`src/hdl/bus_pkg.sv`:
```
package bus_pkg;

    // topology
    localparam int num_masters = 4;
    localparam int num_slaves  = 2;

    // data path
    localparam int data_w = 32;
    localparam int strb_w = data_w / 8;   // byte lanes

    // id layout, slave side id = {master index, master id}
    localparam int mid_w = 2;
    localparam int sid_w = 4;

    // index widths
    localparam int midx_w    = sid_w - mid_w;
    localparam int slv_idx_w = $clog2(num_slaves);

    typedef logic [data_w-1:0] bus_word_t;

    typedef logic [mid_w-1:0] master_id_t;

    // upper bits steer the response home
    typedef logic [sid_w-1:0] ext_id_t;

    typedef logic [midx_w-1:0] master_idx_t;

endpackage

```
`src/hdl/addr_map_pkg.sv`:
```
package addr_map_pkg;

    import bus_pkg::*;

    localparam int addr_w   = 32;
    localparam int region_w = 4;
    localparam int offset_w = addr_w - region_w;

    // windows, element 0 is the rightmost entry
    localparam logic [num_slaves-1:0][addr_w-1:0] slave_start = {
        32'h1000_0000,   // register block
        32'h0000_0000    // memory window
    };

    localparam logic [num_slaves-1:0][addr_w-1:0] slave_end = {
        32'h1000_000f,
        32'h0fff_ffff
    };

    // unmapped addresses end up here
    localparam int default_slave = 0;

    // one address word, seen flat or as region/offset
    typedef union packed {
        logic [addr_w-1:0] raw;
        struct packed {
            logic [region_w-1:0] region;
            logic [offset_w-1:0] offset;
        } win;
    } bus_addr_u;

endpackage

```
`src/hdl/interconnect_top.sv`:
```
`timescale 1ns/1ps

module interconnect_top
    import bus_pkg::*;
    import addr_map_pkg::*;
(
    input  logic                    clk,
    input  logic                    BUS_RST,

    // master request channel
    input  logic [addr_w-1:0]       m_addr    [num_masters],
    input  bus_word_t               m_wdata   [num_masters],
    input  logic [strb_w-1:0]       m_strb    [num_masters],
    input  logic [num_masters-1:0]  m_we,
    input  master_id_t              m_id      [num_masters],
    input  logic [num_masters-1:0]  m_valid,
    output logic [num_masters-1:0]  m_ready,

    // master response channel
    output bus_word_t               m_rdata   [num_masters],
    output master_id_t              m_back_id [num_masters],
    output logic [num_masters-1:0]  m_rvalid,
    input  logic [num_masters-1:0]  m_rready,

    // slave request channel
    output logic [offset_w-1:0]     s_addr    [num_slaves],
    output bus_word_t               s_wdata   [num_slaves],
    output logic [strb_w-1:0]       s_strb    [num_slaves],
    output logic [num_slaves-1:0]   s_we,
    output ext_id_t                 s_id      [num_slaves],
    output logic [num_slaves-1:0]   s_valid,
    input  logic [num_slaves-1:0]   s_ready,

    // slave response channel
    input  bus_word_t               s_rdata   [num_slaves],
    input  ext_id_t                 s_back_id [num_slaves],
    input  logic [num_slaves-1:0]   s_rvalid,
    output logic [num_slaves-1:0]   s_rready
);

    bus_addr_u             bus_addr;
    bus_word_t             bus_wdata;
    logic [strb_w-1:0]     bus_strb;
    logic                  bus_we;
    ext_id_t               bus_id;
    logic                  bus_valid;
    logic [num_slaves-1:0] sel_ready;

    req_arbiter u_arb (
        .clk       (clk),
        .BUS_RST   (BUS_RST),
        .m_addr    (m_addr),
        .m_wdata   (m_wdata),
        .m_strb    (m_strb),
        .m_we      (m_we),
        .m_id      (m_id),
        .m_valid   (m_valid),
        .m_ready   (m_ready),
        .sel_ready (sel_ready),
        .bus_addr  (bus_addr),
        .bus_wdata (bus_wdata),
        .bus_strb  (bus_strb),
        .bus_we    (bus_we),
        .bus_id    (bus_id),
        .bus_valid (bus_valid)
    );

    // one request port per slave window
    for (genvar i = 0; i < num_slaves; i++) begin : g_port
        slave_port #(
            .slave_num (i)
        ) u_port (
            .clk       (clk),
            .BUS_RST   (BUS_RST),
            .bus_addr  (bus_addr),
            .bus_wdata (bus_wdata),
            .bus_strb  (bus_strb),
            .bus_we    (bus_we),
            .bus_id    (bus_id),
            .bus_valid (bus_valid),
            .sel_ready (sel_ready[i]),
            .s_addr    (s_addr[i]),
            .s_wdata   (s_wdata[i]),
            .s_strb    (s_strb[i]),
            .s_we      (s_we[i]),
            .s_id      (s_id[i]),
            .s_valid   (s_valid[i]),
            .s_ready   (s_ready[i])
        );
    end

    resp_router u_rsp (
        .clk       (clk),
        .BUS_RST   (BUS_RST),
        .s_rdata   (s_rdata),
        .s_back_id (s_back_id),
        .s_rvalid  (s_rvalid),
        .s_rready  (s_rready),
        .m_rdata   (m_rdata),
        .m_back_id (m_back_id),
        .m_rvalid  (m_rvalid),
        .m_rready  (m_rready)
    );

endmodule

```
`src/hdl/req_arbiter.sv`:
```
`timescale 1ns/1ps

module req_arbiter
    import bus_pkg::*;
    import addr_map_pkg::*;
(
    input  logic                    clk,
    input  logic                    BUS_RST,

    // master request side
    input  logic [addr_w-1:0]       m_addr  [num_masters],
    input  bus_word_t               m_wdata [num_masters],
    input  logic [strb_w-1:0]       m_strb  [num_masters],
    input  logic [num_masters-1:0]  m_we,
    input  master_id_t              m_id    [num_masters],
    input  logic [num_masters-1:0]  m_valid,
    output logic [num_masters-1:0]  m_ready,

    // one bit per slave port, already qualified by its window match
    input  logic [num_slaves-1:0]   sel_ready,

    // shared internal bus
    output bus_addr_u               bus_addr,
    output bus_word_t               bus_wdata,
    output logic [strb_w-1:0]       bus_strb,
    output logic                    bus_we,
    output ext_id_t                 bus_id,
    output logic                    bus_valid
);

    master_idx_t grant;
    master_idx_t grant_nxt;
    logic        bus_ready;
    logic        bus_hs;

    // only the claiming port can be ready
    assign bus_ready = |sel_ready;
    assign bus_hs    = bus_valid & bus_ready;

    // fixed priority, re-arbitrate only when idle or on handshake
    always_comb begin
        grant_nxt = grant;
        if (!bus_valid || bus_hs) begin
            grant_nxt = '0;
            for (int i = num_masters - 1; i >= 0; i--) begin
                if (m_valid[i]) begin
                    grant_nxt = master_idx_t'(i);
                end
            end
        end
    end

    always_ff @(posedge clk) begin
        if (BUS_RST) begin
            grant <= '0;
        end else begin
            grant <= grant_nxt;
        end
    end

    // granted master onto the bus
    always_comb begin
        bus_addr.raw = m_addr[grant];
        bus_wdata    = m_wdata[grant];
        bus_strb     = m_strb[grant];
        bus_we       = m_we[grant];
        bus_valid    = m_valid[grant];
        bus_id       = {grant, m_id[grant]};   // master index prefix
    end

    always_comb begin
        for (int i = 0; i < num_masters; i++) begin
            m_ready[i] = bus_valid && bus_ready && (grant == master_idx_t'(i));
        end
    end

endmodule

```
`src/hdl/resp_router.sv`:
```
`timescale 1ns/1ps

module resp_router
    import bus_pkg::*;
(
    input  logic                    clk,
    input  logic                    BUS_RST,

    // slave response side
    input  bus_word_t               s_rdata   [num_slaves],
    input  ext_id_t                 s_back_id [num_slaves],
    input  logic [num_slaves-1:0]   s_rvalid,
    output logic [num_slaves-1:0]   s_rready,

    // master response side
    output bus_word_t               m_rdata   [num_masters],
    output master_id_t              m_back_id [num_masters],
    output logic [num_masters-1:0]  m_rvalid,
    input  logic [num_masters-1:0]  m_rready
);

    logic [slv_idx_w-1:0] cur_sel;
    logic [slv_idx_w-1:0] pick;
    logic                 locked;
    logic                 rsp_valid;
    ext_id_t              rsp_id;
    master_idx_t          target;
    logic                 rsp_hs;

    // slave 0 wins unless a choice is already held
    always_comb begin
        pick = cur_sel;
        if (!locked) begin
            pick = '0;
            for (int i = num_slaves - 1; i >= 0; i--) begin
                if (s_rvalid[i]) begin
                    pick = slv_idx_w'(i);
                end
            end
        end
    end

    assign rsp_valid = s_rvalid[pick];
    assign rsp_id    = s_back_id[pick];
    assign target    = rsp_id[sid_w-1:mid_w];
    assign rsp_hs    = rsp_valid && m_rready[target];

    always_ff @(posedge clk) begin
        if (BUS_RST) begin
            locked  <= 1'b0;
            cur_sel <= '0;
        end else begin
            cur_sel <= pick;
            if (rsp_hs) begin
                locked <= 1'b0;
            end else if (rsp_valid) begin
                locked <= 1'b1;   // stalled by the master, hold on
            end
        end
    end

    always_comb begin
        for (int j = 0; j < num_slaves; j++) begin
            s_rready[j] = rsp_hs && (pick == slv_idx_w'(j));
        end
    end

    // data is broadcast, valid goes to one master only
    always_comb begin
        for (int i = 0; i < num_masters; i++) begin
            m_rdata[i]   = s_rdata[pick];
            m_back_id[i] = rsp_id[mid_w-1:0];
            m_rvalid[i]  = rsp_valid && (target == master_idx_t'(i));
        end
    end

endmodule

```
`src/hdl/slave_port.sv`:
```
`timescale 1ns/1ps

module slave_port
    import bus_pkg::*;
    import addr_map_pkg::*;
#(
    parameter int slave_num = 0
)(
    input  logic                clk,
    input  logic                BUS_RST,

    // shared bus from the arbiter
    input  bus_addr_u           bus_addr,
    input  bus_word_t           bus_wdata,
    input  logic [strb_w-1:0]   bus_strb,
    input  logic                bus_we,
    input  ext_id_t             bus_id,
    input  logic                bus_valid,
    output logic                sel_ready,

    // request toward the slave
    output logic [offset_w-1:0] s_addr,
    output bus_word_t           s_wdata,
    output logic [strb_w-1:0]   s_strb,
    output logic                s_we,
    output ext_id_t             s_id,
    output logic                s_valid,
    input  logic                s_ready
);

    logic [num_slaves-1:0] hit;
    logic                  claim;
    logic                  accept;
    bus_addr_u             rel_addr;

    // window compare against every slave
    always_comb begin
        for (int i = 0; i < num_slaves; i++) begin
            hit[i] = (bus_addr.raw >= slave_start[i]) && (bus_addr.raw <= slave_end[i]);
        end
    end

    // default slave picks up anything unmapped
    assign claim = hit[slave_num] || ((slave_num == default_slave) && (hit == '0));

    // free entry, or the held one leaves on this edge
    assign sel_ready = claim && (!s_valid || s_ready);
    assign accept    = bus_valid && sel_ready;

    assign rel_addr.raw = bus_addr.raw - slave_start[slave_num];

    always_ff @(posedge clk) begin
        if (BUS_RST) begin
            s_valid <= 1'b0;
        end else if (accept) begin
            s_valid <= 1'b1;
        end else if (s_ready) begin
            s_valid <= 1'b0;
        end
    end

    // payload, loaded on accept only
    always_ff @(posedge clk) begin
        if (accept) begin
            s_addr  <= rel_addr.win.offset;   // region bits dropped
            s_wdata <= bus_wdata;
            s_strb  <= bus_strb;
            s_we    <= bus_we;
            s_id    <= bus_id;
        end
    end

endmodule

```
`config.mk`:
```
export PLATFORM = sky130hd
export DESIGN_NAME = interconnect_top
export DESIGN_NICKNAME = d
export VERILOG_FILES = /design/src/hdl/bus_pkg.sv /design/src/hdl/addr_map_pkg.sv /design/src/hdl/interconnect_top.sv /design/src/hdl/req_arbiter.sv /design/src/hdl/resp_router.sv /design/src/hdl/slave_port.sv
export SDC_FILE = /design/constraint.sdc
export NUM_CORES = 1
export LEC_CHECK = 0
export BUFFER_PORTS_ARGS = -buffer_cell sky130_fd_sc_hd__buf_4
export CAP_MARGIN = 5
export CORE_AREA = 2 2 254 256
export DETAILED_ROUTE_END_ITERATION = 8
export DIE_AREA = 0 0 256 258
export GPL_TIMING_DRIVEN = 0
export PLACE_DENSITY = 0.3
export SLEW_MARGIN = 25
export SYNTH_ARGS = -nofsm -noshare
export SYNTH_HDL_FRONTEND = slang
export SYNTH_SLANG_ARGS = --single-unit
```
`constraint.sdc`:
```
create_clock -name clk -period 18.8 [get_ports clk]
set_input_delay 2.82 -clock clk [delete_from_list [all_inputs] [get_ports clk]]
set_output_delay 2.82 -clock clk [all_outputs]
set_load 0.01 [all_outputs]
```
[Word-level counts from Yosys, hierarchy flattened]
Cells that the tools add are included.
Word-level totals
  register bits after elaboration: 144
Operators by class
  add/subtract/negate cells: 1
  mux-type cells: 37
  reductions and logical operators: 32
  equal/unequal tests: 6
  order comparisons: 9
  bitwise operators: 4
Operators with widths (count)
  32-bit two-way mux: 7
  32-bit binary-select mux with 2-bit select: 2
  32-bit by 1-bit greater-or-equal comparator with 1-bit output (second input constant): 1
  32-bit by 29-bit greater-or-equal comparator with 1-bit output (second input constant): 1
  32-bit by 28-bit <= comparator with 1-bit output (second input constant): 1
  32-bit by 29-bit <= comparator with 1-bit output (second input constant): 1
  28-bit by 1-bit subtractor with 28-bit output (second input constant): 1
  4-bit two-way mux: 5
  1-bit logical AND: 18
  1-bit two-way mux: 12
  2-bit two-way mux: 6
  4-bit binary-select mux with 2-bit select: 1
  2-bit equality test (second input constant): 4
  1-bit binary-select mux with 2-bit select: 3
  2-bit logical NOT: 3
  2-bit by 3-bit less-than comparator with 1-bit output (second input constant): 2
  2-bit binary-select mux with 2-bit select: 1
  2-bit by 1-bit equality test with 1-bit output (second input constant): 2
  1-bit logical OR: 4
  2-bit nonzero test: 2
  2-bit OR reduction: 2
  3-bit greater-or-equal comparator (second input constant): 1
  1-bit logical NOT: 3
  2-bit NOT with 3-bit output: 1
  5 further kinds: 5

[Logic depth before layout (Yosys ltp)]
  depth after elaboration: 12
  depth in mapped cells: 8
  mapped depth without buffers: 6

[Modules after synthesis]
From an unflattened synthesis, not the netlist that was laid out.
Unflattened totals
  cells, all modules: 465
  area total of the unflattened synthesis: 7926.4 sq um
By module, submodules not included
  slave_port at g_port[1].u_port: cells an instance 86, area an instance 2214.6 sq um, sequential area each 2092.0 sq um, instances 1
  slave_port at g_port[0].u_port: cells an instance 86, area an instance 2205.9 sq um, sequential area each 2092.0 sq um, instances 1
  req_arbiter: cells an instance 113, area an instance 1949.4 sq um, sequential area each 40.0 sq um, instances 1
  resp_router: cells an instance 180, area an instance 1556.5 sq um, sequential area each 40.0 sq um, instances 1

[Worst setup path before layout]
Ideal clock, no wire load.
  kind: in2reg
  start point: input port m_addr[13] (netlist bit)
  end point: register g_port[1].u_port.s_addr[0], enable pin
  setup slack: 7803 ps
  stages on the path: 5
  path buffers: 0
  setup time: 668 ps
  data required time: 18132 ps
  arrival: 10329 ps
  cells stage by stage: mux4_2 -> nor2_1 -> nand4_1 -> nor4_1 -> nor4bb_1
On the way
  word-level cells in the longest chain between the ends: 7
  elaborated cells on any way between the ends: 8
Ends and longest elaborated chain
  from (decl): RTL line interconnect_top.sv:11  | input logic [addr_w-1:0] m_addr [num_masters],
  32-bit binary-select mux with 2-bit select (*): RTL line req_arbiter.sv:63  | bus_addr.raw = m_addr[grant];
  32-bit two-way mux (not written as such) (*) (2 in series): RTL line req_arbiter.sv:63
  32-bit by 29-bit greater-or-equal comparator with 1-bit output or 32-bit by 29-bit <= comparator with 1-bit output (tied branches): RTL line slave_port.sv:39  | hit[i] = (bus_addr.raw >= slave_start[i]) && (bus_addr.raw <= slave_end[i]);
  1-bit logical AND (*): RTL line slave_port.sv:39
  1-bit logical AND (*): RTL line slave_port.sv:47  | assign sel_ready = claim && (!s_valid || s_ready);
  1-bit logical AND (*): RTL line slave_port.sv:48  | assign accept = bus_valid && sel_ready;
  net g_port[1].u_port.accept: RTL line slave_port.sv:33  | logic accept;
  to (signal assigned): RTL line slave_port.sv:65  | s_addr <= rel_addr.win.offset;
  to (decl): RTL line slave_port.sv:22  | output logic [offset_w-1:0] s_addr,
Mark *: on every way through the listed nets, which the timed path passes. The rest lies on a longest branch. The select of a mux whose other input is x is not followed.
A chain may end at the register's enable or synchronous reset.

==> impl_metrics.yaml <==
setup_path:
  crit_required_ps: 15980
  worst_setup_path_start_kind: "primary input"
  worstReg2RegStart: "u_arb.grant[1]"
  r2r_end: "g_port[1].u_port.s_wdata[21]"
  crit_type: "in2out"
  end_kind: "primary output"
  reg2reg_depth: 12
  crit_path_max_fanout: 6
  critPathArrivalTime_ps: 6330
  r2r_setup_slack_ps: 13560
clock_network:
  post_cts_buffers: 0
  numCtsBuffers: 17
  cts_tree: "yes"
  clkTransAtPathRegs_ps: 70
  cts_hold_buf: 0
  cts_buffer_depth: 2
  cts.sinks: 144
  h-tree-depth: 4
  ctsResizeCount: 0
  root_buffer: "clkbuf_16"
  clkLatencyLatePin_ps: 470
sta:
  rsz0062_at_grt: "no"
  hold_viol: 0
  post-route-min-period_ps: 9150
  fin_skew_ps: 12.5
  fin_crit_sh: 0.487
  worst_pin_slew_ps: 979
  final_max_slew_viol_count: 0
  holdWs_ps: 486
  fmax_mhz: 109
  setup_viol: 0
  slew_headroom: 0.347
  setup_tns_ps: 0
synth:
  synth_nets: 834
  synth.top_cells.by_area: "edfxtp_1, mux4_2, buf_4"
  synth_top_area_cell: "edfxtp_1"
  synth_area_um2: 7640
  yosys_most_used_dff: "edfxtp_1"
  synth_warnings: 0
  synth_edf_count: 138
  synth_top_area_frac: 0.543
  synth.distinct_cells: 35
  synthCells: 464
  async_flop_share: 0
  ys_seq_area_frac: 0.558
  avgSynthCellArea_um2: 16.5
  ys_ff_latch: 144
global_routing:
  grt_pass1_wl_um: 57500
  grt_max_degree: 22
  first_global_vias: 7530
  overflow: 0
  gr-usage-met1: 0.129
  antenna_found_initial: 4
  met2_usage: 0.239
  grt-busiest-layer: "met2"
  grt_usage: 0.126
  use_met3: 0.0459
placed_design:
  port_buffers: 655
  gp_congestion: 0.827
  dp_hpwl_um: 36700
floorplan:
  dieArea_um2: 66000
  rows: 93
  die_w_um: 256
  die_height_um: 258
  ioPinCount: 656
  start_util: 0.120
  core_um2: 63600
power:
  irDropWorstVdd_mv: 0.0355
  pwr_density_cell_nw_per_um2: 69.4
  p_leak_uw: 0.00611
detailed_routing:
  vias_per_cell: 3.43
  drt_pre_antenna_iters: 4
  wirelength_um: 42800
  post_drt_wl_per_cell_um: 21.2
  drt_iter0_drc: 194
  final_antenna_net_count: 0
  drc: 0
  via_count: 6936
layout:
  drive_gt1_frac: 0.794
  nets: 1520
  syn2layout_area_growth_pct: 88.4
hold_path:
  hold_path_class: "reg2reg"
  hold_start: "g_port[0].u_port.s_valid"
  hold_path_depth: 2
  hold-path-endpoint: "g_port[0].u_port.s_valid"
flow_run:
  drv_cap: 0
status:
  outcome: "finished clean"
synth_stat cells, drive strengths merged, types with 2 or more instances:
library cell and instances:
or4 2, buf 116, dfxtp 6, inv 5, nor2 19, nor3b 3, nor4 5, clkbuf 10
or3 2, nand3 3, o221ai 2, a31oi 4, edfxtp 138, nand2 8, mux2 36, nor3 11
mux4 70, nor2b 2, nand2b 3, a21oi 4, nand4 3, mux2i 5
state kept, by name, indices dropped and copies added (netlist names):
signal / count
g_port.u_port.s_addr: 56
g_port.u_port.s_wdata: 64
g_port.u_port.s_valid: 2
g_port.u_port.s_strb: 8
g_port.u_port.s_id: 8
u_arb.grant: 2
u_rsp.locked: 1
g_port.u_port.s_we: 2
u_rsp.cur_sel: 1
metrics by stage:
stage / utilization / cell area (µm²) / cells / setup slack [ps] / power, µW
6_report: 0.226 / 14400 / 2021 / 9650 / 998
5_1_grt: 0.226 / 14400 / 2020 / 9420 / 1050
4_1_cts: 0.226 / 14400 / 2018 / 9520 / 1030
3_5_place_dp: 0.217 / 13800 / 1986 / 9530 / 676
3_3_place_gp: 0.214 / 13600 / 1974 / 179 / 677
2_1_floorplan: - / 7640 / 464 / 7800 / 503
cells by family after synthesis:
group / after synthesis / synth area share
flip-flops: 144 / 0.558
buffers and inverters: 131 / 0.118
multiplexers: 111 / 0.267
AND/OR/NAND/NOR: 65 / 0.0460
AO/OA/AOI/OAI: 13 / 0.0111
per-layer routing:
layer,part of all wire,vias to the layer above
met5,0.00030,-
met4,0.016,2
met3,0.078,30
met2,0.55,404
met1,0.36,3371
li1,-,3129
worst max-delay path, stage by stage:
cell and delay (ps):
buf_4 100, mux4_1 680, or4_1 610, or4b_4 570, nor3_2 400, mux2_2 440, nor4b_1 480, buf_4 220
cell type report:
| type | count | area, µm² |
|---|---|---|
| inverter | 5 | 18.8 |
| multi-input combinational | 189 | 2500 |
| clock inverter | 14 | 146 |
| antenna | 3 | 7.51 |
| timing repair buffer | 667 | 5070 |
| fill | 6895 | 49300 |
| buffer | 126 | 887 |
| tap | 855 | 1070 |
| clock buffer | 18 | 429 |
| sequential | 144 | 4260 |
cells in the final DEF (no fill, tap or decap), types with 4 or more instances in the layout:
cell / n
buf_2: 4
mux2i_1: 5
buf_6: 5
nor4_1: 5
dfxtp_1: 6
clkbuf_16: 17
nor3_1: 10
a31oi_1: 4
inv_1: 5
mux4_2: 69
inv_8: 4
edfxtp_1: 138
nand2_1: 8
inv_6: 4
buf_4: 766
nor2_1: 18
clkbuf_1: 10
mux2_2: 36
where the power goes:
group / leakage, µW / internal, µW / total [µW] / switching (µW)
combinational: 0.00449 / 161 / 281 / 120
clock: 0.000279 / 176 / 336 / 160
sequential: 0.00134 / 375 / 381 / 5.07
total: 0.00611 / 713 / 998 / 285
worst max path at each step:
stage | startpoint | to | slack (ps) | depth (start not counted)
2_1_floorplan | m_addr[13] | g_port[1].u_port.s_addr[0] | 7800 | 5
3_3_place_gp | m_addr[21] | g_port[1].u_port.s_addr[21] | 180 | 6
3_5_place_dp | m_addr[68] | m_ready[0] | 9530 | 8
4_1_cts | m_addr[68] | m_ready[0] | 9520 | 8
5_1_grt | m_addr[68] | m_ready[0] | 9420 | 8
6_report | m_addr[68] | m_ready[0] | 9650 | 8
Power figures use the tool's default switching activity.
